## src/zxuno_params.svh

```systemverilog
`ifndef ZXUNO_PARAMS_SVH
`define ZXUNO_PARAMS_SVH

// --------------------------------------------------
// I/O ports of the register bank
// --------------------------------------------------

// Register number port, decoded on all 16 bits
`define ZXUNO_ADDR_PORT 16'hFC3B
// Data port for the selected register
`define ZXUNO_DATA_PORT 16'hFD3B

// --------------------------------------------------
// Register numbers
// --------------------------------------------------

// Video output and CPU speed
`define REG_SCANDBLCTRL 8'h0B
// Peripheral disable flags
`define REG_DEVOPTIONS  8'h0E
// Free byte for software use
`define REG_SCRATCH     8'hFE
// Core identification text
`define REG_COREID      8'hFF

// Power-up contents
`define SCANDBL_RESET   8'h01
`define DEVOPT_RESET    8'h00
`define SCRATCH_RESET   8'h00

// --------------------------------------------------
// Core ID and bus defaults
// --------------------------------------------------

// Returned one char per data port read
`define CORE_ID_STRING  "EXP-0102"
`define CORE_ID_LEN     8

// Byte seen by the CPU during an interrupt acknowledge
`define INTACK_DATA     8'hFF
// Pulled-up bus when nobody drives it
`define FLOAT_DATA      8'hFF

`endif

```

## src/zxuno_pkg.sv

```systemverilog
package zxuno_pkg;

  // --------------------------------------------------
  // CPU side
  // --------------------------------------------------

  // Z80 I/O bus as seen at the core boundary
  typedef struct packed {
    logic [15:0] addr;
    logic        iorq_n;
    logic        rd_n;
    logic        wr_n;
    logic        m1_n;
    logic [7:0]  wdata;
  } cpu_bus_t;

  // --------------------------------------------------
  // Internal register bus
  // --------------------------------------------------

  // Fanned out from the address port to every register
  typedef struct packed {
    logic [7:0] addr;
    // Level, whole data port read
    logic       rd;
    // Pulse, first cycle of data port write
    logic       wr_stb;
    // Pulse, cycle after data port read
    logic       rd_end;
    // Pulse, cycle after address port write
    logic       addr_changed;
    logic [7:0] wdata;
  } reg_bus_t;

  // One read source toward the CPU data mux
  typedef struct packed {
    logic [7:0] data;
    logic       oe;
  } rd_src_t;

  // --------------------------------------------------
  // Register payloads
  // --------------------------------------------------

  // Device enable options, bit 7 first
  typedef struct packed {
    logic disable_mixer;
    logic disable_specdrum;
    logic disable_ulaplus;
    logic disable_timexscr;
    logic disable_spisd;
    logic disable_turboay;
    logic disable_7ffd;
    logic disable_ay;
  } devopt_t;

  // Scan doubler and speed control
  typedef struct packed {
    logic [1:0] cpu_speed;
    logic       csync_option;
    logic [2:0] freq_option;
    logic       scanlines_enable;
    logic       vga_enable;
  } scandbl_t;

endpackage
```

## src/config_register.sv

```systemverilog
`timescale 1ns/100ps

module config_register #(
  parameter logic [7:0] REG_NUM     = 8'h00,
  parameter type        payload_t   = logic [7:0],
  parameter payload_t   RESET_VALUE = '0
) (
  input  logic                 sysclk,
  input  logic                 rst_n,
  input  zxuno_pkg::reg_bus_t  reg_bus,
  output payload_t             value,
  output zxuno_pkg::rd_src_t   rd_src
);

  // Register number matches
  logic hit;

  // --------------------------------------------------
  // Payload must fill exactly one data byte
  // --------------------------------------------------

  if ($bits(payload_t) != 8) begin : g_bad_width
    $error("config_register payload is not 8 bits wide");
  end

  assign hit = (reg_bus.addr == REG_NUM);

  // --------------------------------------------------
  // Storage
  // --------------------------------------------------

  // Takes the byte at the end of the first write cycle
  always_ff @(posedge sysclk or negedge rst_n) begin
    if (!rst_n) begin
      value <= RESET_VALUE;
    end else if (hit && reg_bus.wr_stb) begin
      value <= payload_t'(reg_bus.wdata);
    end
  end

  // Readback, no latency
  always_comb begin
    rd_src.data = 8'(value);
    rd_src.oe   = hit && reg_bus.rd;
  end

  // A held write must not store more than once
  a_single_wr_stb : assert property (
    @(posedge sysclk) disable iff (!rst_n) reg_bus.wr_stb |=> !reg_bus.wr_stb
  ) else $error("register %0h sees wr_stb longer than one cycle", REG_NUM);

endmodule

```

## src/core_id_reader.sv

```systemverilog
`timescale 1ns/100ps
`include "zxuno_params.svh"

module core_id_reader (
  input  logic                 sysclk,
  input  logic                 rst_n,
  input  zxuno_pkg::reg_bus_t  reg_bus,
  output zxuno_pkg::rd_src_t   rd_src
);

  localparam int ID_LEN = `CORE_ID_LEN;
  // Index runs 0..ID_LEN, the last slot is the terminator
  localparam int IDX_W  = $clog2(ID_LEN + 1);

  // --------------------------------------------------
  // ID ROM
  // --------------------------------------------------

  // First char in the top byte, then a 0x00 terminator
  localparam logic [8*(ID_LEN+1)-1:0] ID_ROM = {`CORE_ID_STRING, 8'h00};

  logic             hit;
  logic [IDX_W-1:0] idx;
  logic [7:0]       id_char;

  assign hit = (reg_bus.addr == `REG_COREID);

  // Slot 0 sits in the top byte
  assign id_char = ID_ROM[8*(ID_LEN - int'(idx)) +: 8];

  // --------------------------------------------------
  // Character index
  // --------------------------------------------------

  always_ff @(posedge sysclk or negedge rst_n) begin
    if (!rst_n) begin
      idx <= '0;
    end else if (reg_bus.addr_changed) begin
      // Any new selection restarts the string
      idx <= '0;
    end else if (hit && reg_bus.rd_end) begin
      // Step once per finished read
      if (idx == IDX_W'(ID_LEN)) begin
        idx <= '0;
      end else begin
        idx <= idx + 1'b1;
      end
    end
  end

  // Read only, wr_stb to this number has no effect
  always_comb begin
    rd_src.data = id_char;
    rd_src.oe   = hit && reg_bus.rd;
  end

  // Index stays within the string plus terminator
  a_idx_range : assert property (
    @(posedge sysclk) disable iff (!rst_n) idx <= IDX_W'(ID_LEN)
  ) else $error("core ID index out of range: %0d", idx);

endmodule

```

## src/cpu_data_mux.sv

```systemverilog
`timescale 1ns/100ps
`include "zxuno_params.svh"

module cpu_data_mux #(
  parameter int N_SRC = 2
) (
  input  zxuno_pkg::cpu_bus_t  cpu,
  input  zxuno_pkg::rd_src_t   srcs [N_SRC],
  output logic [7:0]           cpu_din
);

  // Interrupt acknowledge cycle
  logic             intack;
  logic [N_SRC-1:0] oe_vec;

  assign intack = !cpu.iorq_n && !cpu.m1_n;

  // --------------------------------------------------
  // Priority select
  // --------------------------------------------------

  always_comb begin
    // Pulled-up bus by default
    cpu_din = `FLOAT_DATA;
    // Walk down so the lowest index wins
    for (int i = N_SRC - 1; i >= 0; i--) begin
      if (srcs[i].oe) begin
        cpu_din = srcs[i].data;
      end
    end
    // Acknowledge overrides every device
    if (intack) begin
      cpu_din = `INTACK_DATA;
    end
  end

  // Gather the enables for the bus check
  always_comb begin
    for (int i = 0; i < N_SRC; i++) begin
      oe_vec[i] = srcs[i].oe;
    end
  end

  // Devices decode disjoint ports and registers
  always_comb begin
    a_one_driver : assert ($onehot0(oe_vec))
      else $error("several read sources on the bus: %b", oe_vec);
  end

endmodule

```

## src/zxuno_addr_port.sv

```systemverilog
`timescale 1ns/100ps
`include "zxuno_params.svh"

module zxuno_addr_port (
  input  logic                 sysclk,
  input  logic                 rst_n,
  input  zxuno_pkg::cpu_bus_t  cpu,
  output zxuno_pkg::reg_bus_t  reg_bus,
  output zxuno_pkg::rd_src_t   addr_rd
);

  // Decoded accesses
  logic       io_cycle;
  logic       sel_addr;
  logic       sel_data;
  logic       wr_addr;
  logic       rd_addr;
  logic       wr_data;
  logic       rd_data;
  // Strobes one cycle late, for edge detection
  logic       wr_addr_q;
  logic       wr_data_q;
  logic       rd_data_q;
  logic       addr_first;
  logic [7:0] reg_addr;
  logic       addr_changed;

  // --------------------------------------------------
  // Port decode
  // --------------------------------------------------

  // Intack also has iorq_n low, keep it out
  assign io_cycle = !cpu.iorq_n && cpu.m1_n;
  assign sel_addr = io_cycle && (cpu.addr == `ZXUNO_ADDR_PORT);
  assign sel_data = io_cycle && (cpu.addr == `ZXUNO_DATA_PORT);

  assign wr_addr = sel_addr && !cpu.wr_n;
  assign rd_addr = sel_addr && !cpu.rd_n;
  assign wr_data = sel_data && !cpu.wr_n;
  assign rd_data = sel_data && !cpu.rd_n;

  // Only the first cycle of a long write counts
  assign addr_first = wr_addr && !wr_addr_q;

  // --------------------------------------------------
  // Address latch and pulse generation
  // --------------------------------------------------

  always_ff @(posedge sysclk or negedge rst_n) begin
    if (!rst_n) begin
      wr_addr_q    <= 1'b0;
      wr_data_q    <= 1'b0;
      rd_data_q    <= 1'b0;
      reg_addr     <= 8'h00;
      addr_changed <= 1'b0;
    end else begin
      wr_addr_q    <= wr_addr;
      wr_data_q    <= wr_data;
      rd_data_q    <= rd_data;
      // Lands one cycle after the latch
      addr_changed <= addr_first;
      if (addr_first) begin
        reg_addr <= cpu.wdata;
      end
    end
  end

  always_comb begin
    reg_bus.addr         = reg_addr;
    reg_bus.rd           = rd_data;
    reg_bus.wr_stb       = wr_data && !wr_data_q;
    // Falling edge of the read level
    reg_bus.rd_end       = rd_data_q && !rd_data;
    reg_bus.addr_changed = addr_changed;
    reg_bus.wdata        = cpu.wdata;
  end

  // Address port reads back the latched number
  always_comb begin
    addr_rd.data = reg_addr;
    addr_rd.oe   = rd_addr;
  end

  // A register never sees a write and a read in the same cycle
  a_no_wr_during_rd : assert property (
    @(posedge sysclk) disable iff (!rst_n) !(reg_bus.wr_stb && reg_bus.rd)
  ) else $error("wr_stb and rd high together");

endmodule

```

## src/zxuno_core.sv

```systemverilog
`timescale 1ns/100ps
`include "zxuno_params.svh"

module zxuno_core (
  input  logic                 sysclk,
  input  logic                 rst_n,
  input  zxuno_pkg::cpu_bus_t  cpu,
  output logic [7:0]           cpu_din,
  output zxuno_pkg::devopt_t   devopt,
  output zxuno_pkg::scandbl_t  scandbl
);

  // --------------------------------------------------
  // Read source slots, lower index wins in the mux
  // --------------------------------------------------

  localparam int SRC_ADDR    = 0;
  localparam int SRC_COREID  = 1;
  localparam int SRC_DEVOPT  = 2;
  localparam int SRC_SCANDBL = 3;
  localparam int SRC_SCRATCH = 4;
  localparam int N_SRC       = 5;

  // Register bus from the address port
  zxuno_pkg::reg_bus_t reg_bus;
  // Per-device read data and enables
  zxuno_pkg::rd_src_t  srcs [N_SRC];

  // Address latch and strobe generator
  zxuno_addr_port u_addr_port (
    .sysclk  (sysclk),
    .rst_n   (rst_n),
    .cpu     (cpu),
    .reg_bus (reg_bus),
    .addr_rd (srcs[SRC_ADDR])
  );

  // Core ID text, read only
  core_id_reader u_core_id (
    .sysclk  (sysclk),
    .rst_n   (rst_n),
    .reg_bus (reg_bus),
    .rd_src  (srcs[SRC_COREID])
  );

  // --------------------------------------------------
  // Writable configuration registers
  // --------------------------------------------------

  config_register #(
    .REG_NUM     (`REG_DEVOPTIONS),
    .payload_t   (zxuno_pkg::devopt_t),
    .RESET_VALUE (zxuno_pkg::devopt_t'(`DEVOPT_RESET))
  ) u_devopt (
    .sysclk  (sysclk),
    .rst_n   (rst_n),
    .reg_bus (reg_bus),
    .value   (devopt),
    .rd_src  (srcs[SRC_DEVOPT])
  );

  // cpu_speed only leaves as a port here
  config_register #(
    .REG_NUM     (`REG_SCANDBLCTRL),
    .payload_t   (zxuno_pkg::scandbl_t),
    .RESET_VALUE (zxuno_pkg::scandbl_t'(`SCANDBL_RESET))
  ) u_scandbl (
    .sysclk  (sysclk),
    .rst_n   (rst_n),
    .reg_bus (reg_bus),
    .value   (scandbl),
    .rd_src  (srcs[SRC_SCANDBL])
  );

  // Scratch byte, only visible through the data port
  config_register #(
    .REG_NUM     (`REG_SCRATCH),
    .payload_t   (logic [7:0]),
    .RESET_VALUE (`SCRATCH_RESET)
  ) u_scratch (
    .sysclk  (sysclk),
    .rst_n   (rst_n),
    .reg_bus (reg_bus),
    .value   (),
    .rd_src  (srcs[SRC_SCRATCH])
  );

  // Byte back to the CPU
  cpu_data_mux #(
    .N_SRC (N_SRC)
  ) u_data_mux (
    .cpu     (cpu),
    .srcs    (srcs),
    .cpu_din (cpu_din)
  );

endmodule

```

## config.mk

```make
export PLATFORM = sky130hd
export DESIGN_NAME = zxuno_core
export DESIGN_NICKNAME = d
export VERILOG_FILES = /design/src/zxuno_pkg.sv /design/src/config_register.sv /design/src/core_id_reader.sv /design/src/cpu_data_mux.sv /design/src/zxuno_addr_port.sv /design/src/zxuno_core.sv
export VERILOG_INCLUDE_DIRS = /design/src
export SDC_FILE = /design/constraint.sdc
export NUM_CORES = 1
export LEC_CHECK = 0
export ABC_AREA = 1
export BUFFER_PORTS_ARGS = -buffer_cell sky130_fd_sc_hd__buf_4
export CAP_MARGIN = 10
export CORE_ASPECT_RATIO = 1.4
export CORE_MARGIN = 2
export CORE_UTILIZATION = 50
export DETAILED_ROUTE_END_ITERATION = 7
export HOLD_SLACK_MARGIN = 0.1
export PLACE_DENSITY_LB_ADDON = 0.1
export RECOVER_POWER = 50
export SYNTH_ARGS = -nofsm -noshare
export SYNTH_HDL_FRONTEND = slang
export SYNTH_SLANG_ARGS = --single-unit
export TNS_END_PERCENT = 10
```

## constraint.sdc

```tcl
create_clock -name sysclk -period 2.8 [get_ports sysclk]
set_clock_uncertainty 0.05 [all_clocks]
set_input_delay 0.28 -clock sysclk [delete_from_list [all_inputs] [get_ports sysclk]]
set_output_delay 0.28 -clock sysclk [all_outputs]
set_load 0.01 [all_outputs]
```

# Yosys cells after proc, flatten, opt, wreduce, memory -nomap -nowiden
# Cells that the tools add are included.
word_totals:
  register_bits: 40
  input_bits: 30
  output_inout_bits: 24
  word_cells: 66
op_classes:
  add_sub_neg: 2
  n_eq_ne: 7
  shift: 1
  mux: 9
  reduce_logical: 27
op_table:
  columns: ["operator", "count"]
  rows:
  - ["$shiftx A72 B32 Y8 const A", 1]
  - ["$mux W8", 6]
  - ["$eq A16 B16 Y1 const B", 2]
  - ["$logic_and A1 B1 Y1", 19]
  - ["$eq A8 B4 Y1 const B", 2]
  - ["$eq A8 B8 Y1 const B", 2]
  - ["$mux W4", 3]
  - ["$logic_not A1 Y1", 7]
  - ["$sub A4 B4 Y5 const A", 1]
  - ["$add A4 B1 Y4 const B", 1]
  - ["$eq A4 B4 Y1 const B", 1]
  - ["$reduce_bool A2 Y1", 1]

# Depth between registers and ports, before layout
# Gate-level depths: netlist of run 1.
logic_depth:
  depth_word: 11
  mapped_depth: 13

# Modules after synthesis
# Synthesis of run 1 repeated with hierarchy kept, for this count alone.
unflattened:
  cells_unflattened: 463
  hier_area_um2: 3313.2
by_module_without_submodules:
  columns: ["mod", "instances", "cells_each", "area_each_um2", "seq_area_each_um2"]
  rows:
  - ["zxuno_addr_port", 1, 104, 815.8, 300.3]
  - ["core_id_reader", 1, 93, 529.3, 100.1]
  - ["cpu_data_mux", 1, 106, 508.0, 0.0]
  - ["config_register at u_scandbl", 1, 56, 496.7, 201.4]
  - ["config_register at u_devopt", 1, 54, 495.5, 200.2]
  - ["config_register at u_scratch", 1, 50, 467.9, 200.2]

# Worst setup path before layout of run 1
# Ideal clock, no wire load.
synth_timing:
  kind: "flip-flop to output port"
  startpoint: "register u_core_id.idx[0]"
  endpoint: "output cpu_din[0]"
  arrival_ns: 1.543
  path_slack_ns: 0.927
  stages_incl_launch_ff: 9
  cell_sequence: "dfrtp_1 -> inv_1 -> ha_1 -> xor2_1 -> o21ai_0 -> o211ai_1 -> nand2_1 -> nand2_1 -> nand2_1"
synth_between:
  elab_chain_cells: 5
synth_lines:
  columns: ["element", "line", "source"]
  rows:
  - ["start, declared", "core_id_reader.sv:23", "logic [IDX_W-1:0] idx;"]
  - ["start signal, assigned", "core_id_reader.sv:46", "idx <= idx + 1'b1;"]
  - ["$sub A4 B4 Y5", "core_id_reader.sv:29", "assign id_char = ID_ROM[8*(ID_LEN - int'(idx)) +: 8];"]
  - ["$shiftx A72 B32 Y8", "core_id_reader.sv:29", null]
  - ["$mux W8 (2 in a row)", "cpu_data_mux.sv:27", "if (srcs[i].oe) begin"]
  - ["$mux W8", "cpu_data_mux.sv:32", "if (intack) begin"]
  - ["end, declared", "zxuno_core.sv:8", "output logic [7:0] cpu_din,"]
# Every way passes these cells.

# Final worst setup path of run 1
layout_timing:
  startpoint: "register u_core_id.idx[0]"
  endpoint: "output cpu_din[4]"
# Same word-level chain as after synthesis.

==> impl_results.md, run 1 <==
* Clock Root Buffer: clkbuf_8
* Syn. warnings at 0
* Main combinational cell family by area after synthesis: simple AND/OR/NAND/NOR gates
* Routed WL at 5.96 mm
* DRT iter0 DRCs at 73
* Post-route ant nets at 0
* Die footprint at 0.00558 mm2
* Max-Cap Viols at 0
* CP top delay family: simple AND/OR/NAND/NOR gates
* Clock tree buffer depth at 2
* Share of flip-flops with an asynchronous set or reset at 100%
* Post-DP HPWL at 4.50 mm
* FMAX at 0.387 GHz
* Synth unique cells at 31
* DR WL/cell at 13.4 um
* Clock Sinks at 40
* RSZ-0062 raised after global routing: no
* Simple-Gate Fraction of Synth Area at 30.1%
* Sequential cell area fraction in the yosys report at 40.1%
* WP buf/inv at 2
* Number of global-route vias before repair at 2126
* Total CTS buffers at 5
* Mapped Avg Cell Area at 7.37 um2
* XOR/XNOR Fraction of Synth Area at 0.701%
* Mapped cell area at 0.00250 mm2
* Critical Path Source Type: register
* Die Ht at 87.6 um
* Worst path cell trace: inv_1 -> ha_1 -> nand2_1 -> o21ai_0 -> nand2_1 -> nand3_1 -> nand3_1 -> nor2_1 -> a21oi_1 -> o21ai_0 -> buf_4
* Synthesized netlist cell count at 339
* Post-synth EDFFs at 0
* Port Buffers at 53
* Setup violations, final at 0
* Final Hold Violating Endpoints at 0
* Fin. max-slew vios at 0
* Resize count post-CTS at 0
* Clock period minus worst slack at 2.58 ns
* Count leader, synth: nand2_1
* Vias at 2292
* Setup ws final at 0.215 ns
* Clk slew on worst S/H paths at 0.08 ns
* Critical path capture point type: output port
* Area leader, netlist: dfrtp_1
* DR DRC count at 0
* Initial antenna violation count at 0
* GPL Wtd Cong at 0.869
* Drt first pass iters at 4
* Final setup TNS at 0 ns
* Pwr dens at 363 mW/mm2
* Met1 Resource Use GR at 28.0%
* CTS tree: built
* Mux cell area share after synthesis at 0%
* GR Util All Layers at 22.9%
* Layout cells sized above 1 at 19.7%
* IO Pins at 54
* Setup slack at placement at 0.451 ns
* Leakage power at 1.46 nW
* Global Route met2 Usage at 39.6%
* CP max-delay cell: dfrtp_1
* Largest net degree at the start of global routing at 41
* # diodes at 0
* Worst slew pin tran at 1.01 ns
* Total grt overflow at 0
* Initial Utilization at 51.6%
* Die width at 63.7 um
* Final nets at 411
* Synth Net Count at 371
* Met3 usage at 3.86%
* Row cnt at 30
* Busiest grt layer: met2
* Flops & latches, synth at 40
* WS Path Type: reg -> out
* Worst hold path type: in -> reg
* Most used DFF post-synth: dfrtp_1
* Adder and majority cell fraction of the synthesized area at 1.00%
* Commonest cells in the netlist: nand2_1, inv_1, dfrtp_1, nor2_1, o21ai_1
* Clock Latency Late Sink at 0.30 ns
* Area delta synth->final at 14.9%
* Maximum VDD drop at 0.308 mV
* Ranking of synthesized cells by area: dfrtp_1, nand2_1, inv_1
* Crit path max fanout at 6
* Worst path arrival time at 2.25 ns
* Total core area at 0.00484 mm2
* H-tree lvl count at 2
* Worst path max stage delay at 0.42 ns
* Crit share post-route at 92.3%
* Via density at 5.16
* Synth top area share at 39.1%
* Synth Area in Compound Gates at 14.6%
* First-pass GRT wire length at 9.83 mm
* Worst EP required at 2.47 ns
* Rel. slew slack at 33.0%
* Outcome: finished clean
[sequential cells by signal, indices dropped and copies added (netlist names)]
signal	cells
u_devopt.rd_src	8
u_core_id.idx	4
u_scandbl.rd_src	8
u_addr_port.wr_data_q	1
u_addr_port.rd_data_q	1
u_addr_port.reg_addr	8
u_scratch.value	8
u_addr_port.addr_changed	1
u_addr_port.wr_addr_q	1
[final timing paths]
kind | cells after the start | slack (ns) | startpoint | endpoint
max | 11 | 0.22 | u_core_id.idx[0] | cpu_din[4]
min | 2 | 0.15 | cpu[9] | u_addr_port.wr_data_q
min in group asynchronous | 2 | 0.63 | rst_n | u_scandbl.rd_src[3]
max reg2reg | 7 | 1.15 | u_addr_port.reg_addr[3] | u_scratch.value[2]
max in group asynchronous | 2 | 1.45 | rst_n | u_addr_port.rd_data_q
min reg2reg | 2 | 0.44 | u_scratch.value[3] | u_scratch.value[3]
[kinds of logic after synthesis]
kind of cell | Yosys count
xor+xnor | 2
compound gates | 63
flops | 40
buf+inv | 67
simple gates | 165
fa+ha+maj | 2
[cell usage in the layout (no fill, tap or decap), types with 7 or more instances in the layout]
cell type,n
nand4_1,7
nand2_1,92
o21ai_0,14
nand3_1,16
buf_4,45
o21ai_1,21
nor2_1,36
clkbuf_1,9
inv_1,43
a21oi_1,10
dfrtp_1,39
o21ai_2,7
[routing by layer]
| layer | part of all wire (%) | routed length, um |
|---|---|---|
| met5 | 0 | 0 |
| met3 | 4.6 | 274 |
| met4 | 3.0 | 178 |
| met2 | 50 | 3000 |
| met1 | 42 | 2510 |
[stage by stage]
| stage | util [%] | std cells | hold WS (ns) | total power [mW] | area [um2] |
|---|---|---|---|---|---|
| final | 59.3 | 444 | 0.153 | 1.04 | 2870 |
| after global routing | 59.3 | 444 | 0.153 | 1.08 | 2870 |
| after CTS | 60.0 | 443 | 0.149 | 1.05 | 2910 |
| after detailed placement | 58.0 | 434 | 0.247 | 0.664 | 2810 |
| after global placement | 58.0 | 434 | 0.245 | 0.664 | 2810 |
| after floorplan | - | 339 | -0.0656 | 0.612 | 2500 |
[power breakdown]
group	total, mW	leakage (nW)	internal [mW]	switching (mW)
Clock	0.391	0.0414	0.177	0.213
Combinational	0.0736	0.884	0.0331	0.0405
Sequential	0.577	0.535	0.577	0.0000153
Total	1.04	1.46	0.788	0.254
[layout make-up]
| class | instances | area [um2] |
|---|---|---|
| Clock buffer | 6 | 72.6 |
| Clock inverter | 2 | 16.3 |
| Fill cell | 447 | 1970 |
| Inverter | 45 | 169 |
| Multi-Input combinational cell | 232 | 1150 |
| Sequential cell | 40 | 1000 |
| Tap cell | 64 | 80.1 |
| Timing Repair Buffer | 55 | 383 |
[what timing repair did]
item | in CTS | in global routing
setup buffers | 0 | 1
hold endpoints to repair | 39 | 0
endpoints found under the setup margin | 0 | 1
hold buffers | 1 | 0
Note: power is estimated with default switching activity, not from simulation.
==> run 2: changes to the inputs <==
Settings changed: PLACE_DENSITY_LB_ADDON 0.1 to 0.3.
==> run 2 against run 1 <==
Cell area up 1.5%. Setup slack improved by 0.060 ns. Sequential power about the same. First-iteration DRC count rose by 82%. Largest power group unchanged. Critical endpoint is now cpu_din[0]. Critical path depth shrank 2. Sequential cell count is the same. Via count up 0.87%.
==> impl_results.md, run 2 (same netlist as run 1, synthesis figures left out) <==
* Worst hold path type: in -> reg
* P_int at 967 uW (+23%)
* DR DRC count at 0 (unchanged)
* Vias at 2312 (+0.87%)
* Reg2reg start: u_addr_port.reg_addr[5]
* Max-Cap Viols at 0 (unchanged)
* Die footprint at 0.00558 mm2 (unchanged)
* Total setup buffers inserted after CTS at 0 (unchanged)
* Worst path cell trace: inv_1 -> ha_1 -> xor2_1 -> o21ai_0 -> o211ai_1 -> nand2_1 -> nand2_1 -> nand2_1 -> buf_4
* CP top delay family: flip-flops
* Leakage power at 1.49 nW (+2.3%)
* Multi-input logic area at 0.00115 mm2 (+0.22%)
* Worst hold path startpoint: cpu[7]
* Die width at 63.7 um (unchanged)
* Clock Root Buffer: clkbuf_8
* Layout cells sized above 1 at 19.7% (unchanged)
* Row cnt at 30 (unchanged)
* # diodes at 0 (unchanged)
* Worst path arrival time at 2.19 ns (-0.06 ns)
* DRT iter0 DRCs at 133 (+82%)
* Outcome: finished clean
* Final Hold Violating Endpoints at 0 (unchanged)
* Worst slew pin tran at 1.02 ns (+0.0159 ns)
* Final setup TNS at 0 ns (unchanged)
* Fin. max-slew vios at 0 (unchanged)
* Port Buffers at 53 (unchanged)
* Critical Path Source Type: register
* Setup violations, final at 0 (unchanged)
* Clock Latency Late Sink at 0.29 ns (about the same)
* CTS tree: built
* Seq pwr share at 47.5% (-7.9 points)
* Clk slew on worst S/H paths at 0.08 ns (about the same)
* Clock power frac at 46.3% (+8.8 points)
* GPL Wtd Cong at 0.892 (+2.7%)
* Crit. Startpoint: u_core_id.idx[0]
* Crit share post-route at 90.2% (-2.2 points)
* Clock Sinks at 40 (unchanged)
* Maximum VDD drop at 0.310 mV (+0.42%)
* Pwr dens at 417 mW/mm2 (+15%)
* Leading cell type in the layout, fill and taps excluded: nand2_1
* Total grt overflow at 0 (unchanged)
* Area delta synth->final at 16.6%
* IO Pins at 54 (unchanged)
* Via density at 5.21 (+0.87%)
* Initial antenna violation count at 0 (unchanged)
* Critical path capture point type: output port
* First-pass GRT wire length at 9.97 mm (+1.4%)
* WS Path Type: reg -> out
* Design Area, Final at 0.00291 mm2 (+1.5%)
* CP dominant cell by count: nand2_1
* FMAX at 0.396 GHz (+2.4%)
* Crit path max fanout at 7 (+1)
* Total CTS buffers at 5 (unchanged)
* Drt first pass iters at 4 (unchanged)
* Worst EP required at 2.47 ns (about the same)
* Worst path max stage delay at 0.42 ns (about the same)
* GR Util All Layers at 22.5% (-0.43 points)
* RSZ-0062 raised after global routing: no
* DR WL/cell at 13.3 um (-0.89%)
* Die Ht at 87.6 um (unchanged)
* Final nets at 411 (unchanged)
* Post-Place Cell Area at 0.00281 mm2 (+0.27%)
* Number of global-route vias before repair at 2198 (+3.4%)
* CP max-delay cell: dfrtp_1
* Post-DP HPWL at 4.55 mm (+1.2%)
* Switching power at 247 uW (-2.7%)
* Storage cell area at 0.00100 mm2 (unchanged)
* Final Power at 1.21 mW (+17%)
* Switch share at 20.4% (-4.0 points)
* Commonest non-fill, non-tap cells in the layout: nand2_1, inv_1, buf_4
* Largest net degree at the start of global routing at 41 (unchanged)
* Number of fill cells in the layout at 463 (+3.6%)
* Combinational power share at 6.2% (-0.9 points)
* H-tree lvl count at 2 (unchanged)
* Clock period minus worst slack at 2.52 ns (-0.0604 ns)
* Post-route ant nets at 0 (unchanged)
* Rel. slew slack at 31.9% (-1.1 points)
* Routed WL at 5.91 mm (-0.89%)
* WP buf/inv at 2 (unchanged)
* Clock tree buffer depth at 2 (unchanged)
* Total core area at 0.00484 mm2 (unchanged)
* Initial Utilization at 51.6% (unchanged)
==> run 2: cell count changes in the layout (fill, tap and decap cells not counted), sizes merged <==
cell / change
buf: -2
bufinv: +2
clkbuf: +2
clkinv: -1
clkinvlp: -1
==> run 2: layout make-up <==
class	count	share of cell area, %
clock buffer	6	2.49
clock inverter	2	2.06
inverter	45	5.80
multi-input combinational	232	39.5
sequential	40	34.4
tap	64	2.75
timing repair buffer	55	13.0
==> run 2: power groups by stage <==
stage	clock (mW)	combinational (mW)	sequential (mW)
5_1_grt	0.593	0.0838	0.577
4_1_cts	0.568	0.0775	0.577
3_3_place_gp	0	0.0747	0.589
6_report	0.561	0.0753	0.577
2_1_floorplan	0	0.0229	0.589
3_5_place_dp	0	0.0761	0.589
==> run 2: worst reg2reg max path, stage by stage (launching register included) <==
cell and delay [ns]:
dfrtp_1 0.42, nor2_1 0.11, nand3_1 0.11, nor2_1 0.21
nand3_2 0.34, nand2_1 0.20, o21ai_2 0.06
==> run 2: repair_timing <==
item                      in CTS  in global routing
hold endpoints to repair      39                  0
hold buffers                   1                  0
resized for setup              0                  0
==> run 2: per-layer routing <==
metal / share of wire [%] / GRT usage, % / vias up
met5: 0 / 0 / -
li1: - / - / 1161
met4: 1.5 / 5.73 / 0
met2: 52 / 42.4 / 67
met3: 4.7 / 3.08 / 8
met1: 42 / 26.8 / 1076
==> run 2: path summary, 6_finish.rpt <==
path / to / slack, ns / cells after the start
setup / recovery: cpu_din[0] / 0.28 / 9
hold / removal: u_addr_port.reg_addr[7] / 0.15 / 3
setup reg to reg: u_scandbl.rd_src[7] / 1.19 / 6
hold reg to reg: u_scratch.value[3] / 0.44 / 2
max in group asynchronous: u_addr_port.addr_changed / 1.42 / 2
min in group asynchronous: u_devopt.rd_src[3] / 0.64 / 2
==> run 2: through the flow <==
stage,std cells,hold slack [ns],worst slack [ns],utilization (%)
finish,444,0.152,0.276,60.2
global route,444,0.155,0.0348,60.2
CTS,444,0.152,0.278,61.1
detailed placement,435,0.247,0.609,58.1
global placement,435,0.235,0.620,58.1
floorplan,339,-0.0656,0.927,-
==> run 3: changes to the inputs <==
Settings changed: CTS_BUF_LIST set to sky130_fd_sc_hd__clkbuf_16.
==> run 3 against run 2 <==
First-iteration DRC count decreased by 9.8%. Utilization increased by 1.2 points. Critical path depth unchanged. Global-route usage increased by 0.68 points. Count of clock-buffer cells in the layout decreased by 1.
==> impl_results.md, run 3 (same netlist as run 1, synthesis figures left out) <==
* Outcome: finished clean
* Post-DP HPWL at 4.55 mm (unchanged)
* Final setup TNS at 0 ns (unchanged)
* Die footprint at 0.00558 mm2 (unchanged)
* IO Pins at 54 (unchanged)
* GPL Wtd Cong at 0.892 (unchanged)
* Area delta synth->final at 18.9%
* Hold-critical path depth at 3 (unchanged)
* Total grt overflow at 0 (unchanged)
* GR Util All Layers at 23.2% (+0.68 points)
* Total setup buffers inserted after CTS at 0 (unchanged)
* Worst path cell trace: inv_1 -> ha_1 -> xor2_1 -> o21ai_0 -> o211ai_1 -> nand2_1 -> nand2_1 -> nand2_1 -> buf_4
* WP buf/inv at 2 (unchanged)
* FMAX at 0.394 GHz (-0.48%)
* Worst hold path startpoint: cpu[7]
* Largest net degree at the start of global routing at 41 (unchanged)
* RSZ-0062 raised after global routing: no
* Clk slew on worst S/H paths at 0.06 ns (-0.02 ns)
* Initial Utilization at 51.6% (unchanged)
* Rel. slew slack at 30.5% (-1.4 points)
* Worst EP required at 2.47 ns (about the same)
* # diodes at 0 (unchanged)
* Final nets at 411 (unchanged)
* DRT iter0 DRCs at 120 (-9.8%)
* Row cnt at 30 (unchanged)
* Pwr dens at 466 mW/mm2 (+12%)
* Layout cells sized above 1 at 19.7% (unchanged)
* Crit path max fanout at 7 (unchanged)
* DR DRC count at 0 (unchanged)
* Worst slew pin tran at 1.04 ns (+0.0210 ns)
* Reg2reg start: u_addr_port.reg_addr[3]
* Port Buffers at 53 (unchanged)
* CP max-delay cell: dfrtp_1
* Fin. max-slew vios at 0 (unchanged)
* Die Ht at 87.6 um (unchanged)
* Reg2Reg Setup Slack at 1.18 ns (about the same)
* Total CTS buffers at 5 (unchanged)
* CTS tree: built
* Worst hold path type: in -> reg
* Drt first pass iters at 4 (unchanged)
* Final core occ at 61.3% (+1.2 points)
* Via density at 5.21 (about the same)
* Number of global-route vias before repair at 2229 (+1.4%)
* Leakage power at 1.52 nW (+2.0%)
* Clock Root Buffer: clkbuf_16
* DR WL/cell at 13.8 um (+3.6%)
* Final Hold Violating Endpoints at 0 (unchanged)
* Clock period minus worst slack at 2.54 ns (+0.0122 ns)
* Max-Cap Viols at 0 (unchanged)
* Maximum VDD drop at 0.375 mV (+21%)
* Critical Path Source Type: register
* Clock Sinks at 40 (unchanged)
* Critical path capture point type: output port
* Commonest non-fill, non-tap cells in the layout: nand2_1, inv_1, buf_4
* Routed WL at 6.12 mm (+3.6%)
* FF-to-FF path depth at 7 (+1)
* Crit share post-route at 90.6% (+0.43 points)
* First-pass GRT wire length at 10.2 mm (+2.0%)
* CP dominant cell by count: nand2_1
* Initial antenna violation count at 0 (unchanged)
* Vias at 2313 (+0.043%)
* Setup violations, final at 0 (unchanged)
* H-tree lvl count at 2 (unchanged)
* CP top delay family: flip-flops
* Hold Crit Endpoint: u_addr_port.reg_addr[7]
* Clock tree buffer depth at 2 (unchanged)
* Worst reg2reg path endpoint: u_scratch.value[5]
* Resize count post-CTS at 0 (unchanged)
* Worst path max stage delay at 0.41 ns (about the same)
* Worst path arrival time at 2.21 ns (+0.02 ns)
* Die width at 63.7 um (unchanged)
* WS Path Type: reg -> out
* Total core area at 0.00484 mm2 (unchanged)
* Clock Latency Late Sink at 0.28 ns (about the same)
* Post-route ant nets at 0 (unchanged)
* Leading cell type in the layout, fill and taps excluded: nand2_1
## run 3: cell count changes in the layout (fill, tap and decap cells not counted)
cell	previous run	this run
inv_1	43	44
clkbuf_1	10	9
clkbuf_8	5	0
clkbuf_16	0	5
## run 3: worst max-delay path by stage
stage,from,endpoint,cells past startpoint
after global placement,u_core_id.idx[0],cpu_din[0],9
after detailed placement,cpu[11],cpu_din[0],14
final,u_core_id.idx[0],cpu_din[0],9
after floorplan,u_core_id.idx[0],cpu_din[0],8
after global routing,u_core_id.idx[0],cpu_din[5],9
after CTS,u_core_id.idx[0],cpu_din[0],9
## run 3: through the flow
| step | total power [mW] | cell area [um2] | cells | setup slack (ns) | hold slack (ns) |
|---|---|---|---|---|---|
| after floorplan | 0.612 | 2500 | 339 | 0.927 | -0.0656 |
| after global placement | 0.663 | 2810 | 435 | 0.620 | 0.235 |
| after detailed placement | 0.665 | 2810 | 435 | 0.609 | 0.247 |
| after CTS | 1.39 | 3010 | 444 | 0.301 | 0.167 |
| after global routing | 1.42 | 2970 | 444 | 0.0570 | 0.168 |
| final | 1.39 | 2970 | 444 | 0.264 | 0.160 |
## run 3: final cells by class
type / count / area [um2]
clock buffers: 5 / 125
clock inverters: 3 / 63.8
fillers: 455 / 1870
inverters: 45 / 169
multi-input cells: 232 / 1150
flip-flops and latches: 40 / 1000
well taps: 64 / 80.1
repair buffers: 55 / 379
## run 3: timing repair
item                       in CTS  in global routing
hold buffers                    1                  0
setup endpoints to repair       0                  0
hold endpoints to repair       39                  0
## run 3: power by group
group	internal (mW)	switching (mW)
Sequential	0.578	0.0000148
Combinational	0.0332	0.0427
Clock	0.507	0.224
Total	1.12	0.266
## run 3: per-layer routing
metal  up-vias  track usage, %  share of wire (%)
li1       1160               -                  -
met1      1064            26.9                 40
met2        81            43.8                 52
met3         8            4.24                6.3
met4         0            5.73                1.6
met5         -               0                  0
## run 3: worst register-to-register path, delay by kind of cell (launching register included)
family          cells  cell delay [ns]
simple gates        5             0.91
flops               1             0.40
compound gates      1             0.08
buf+inv             1             0.07
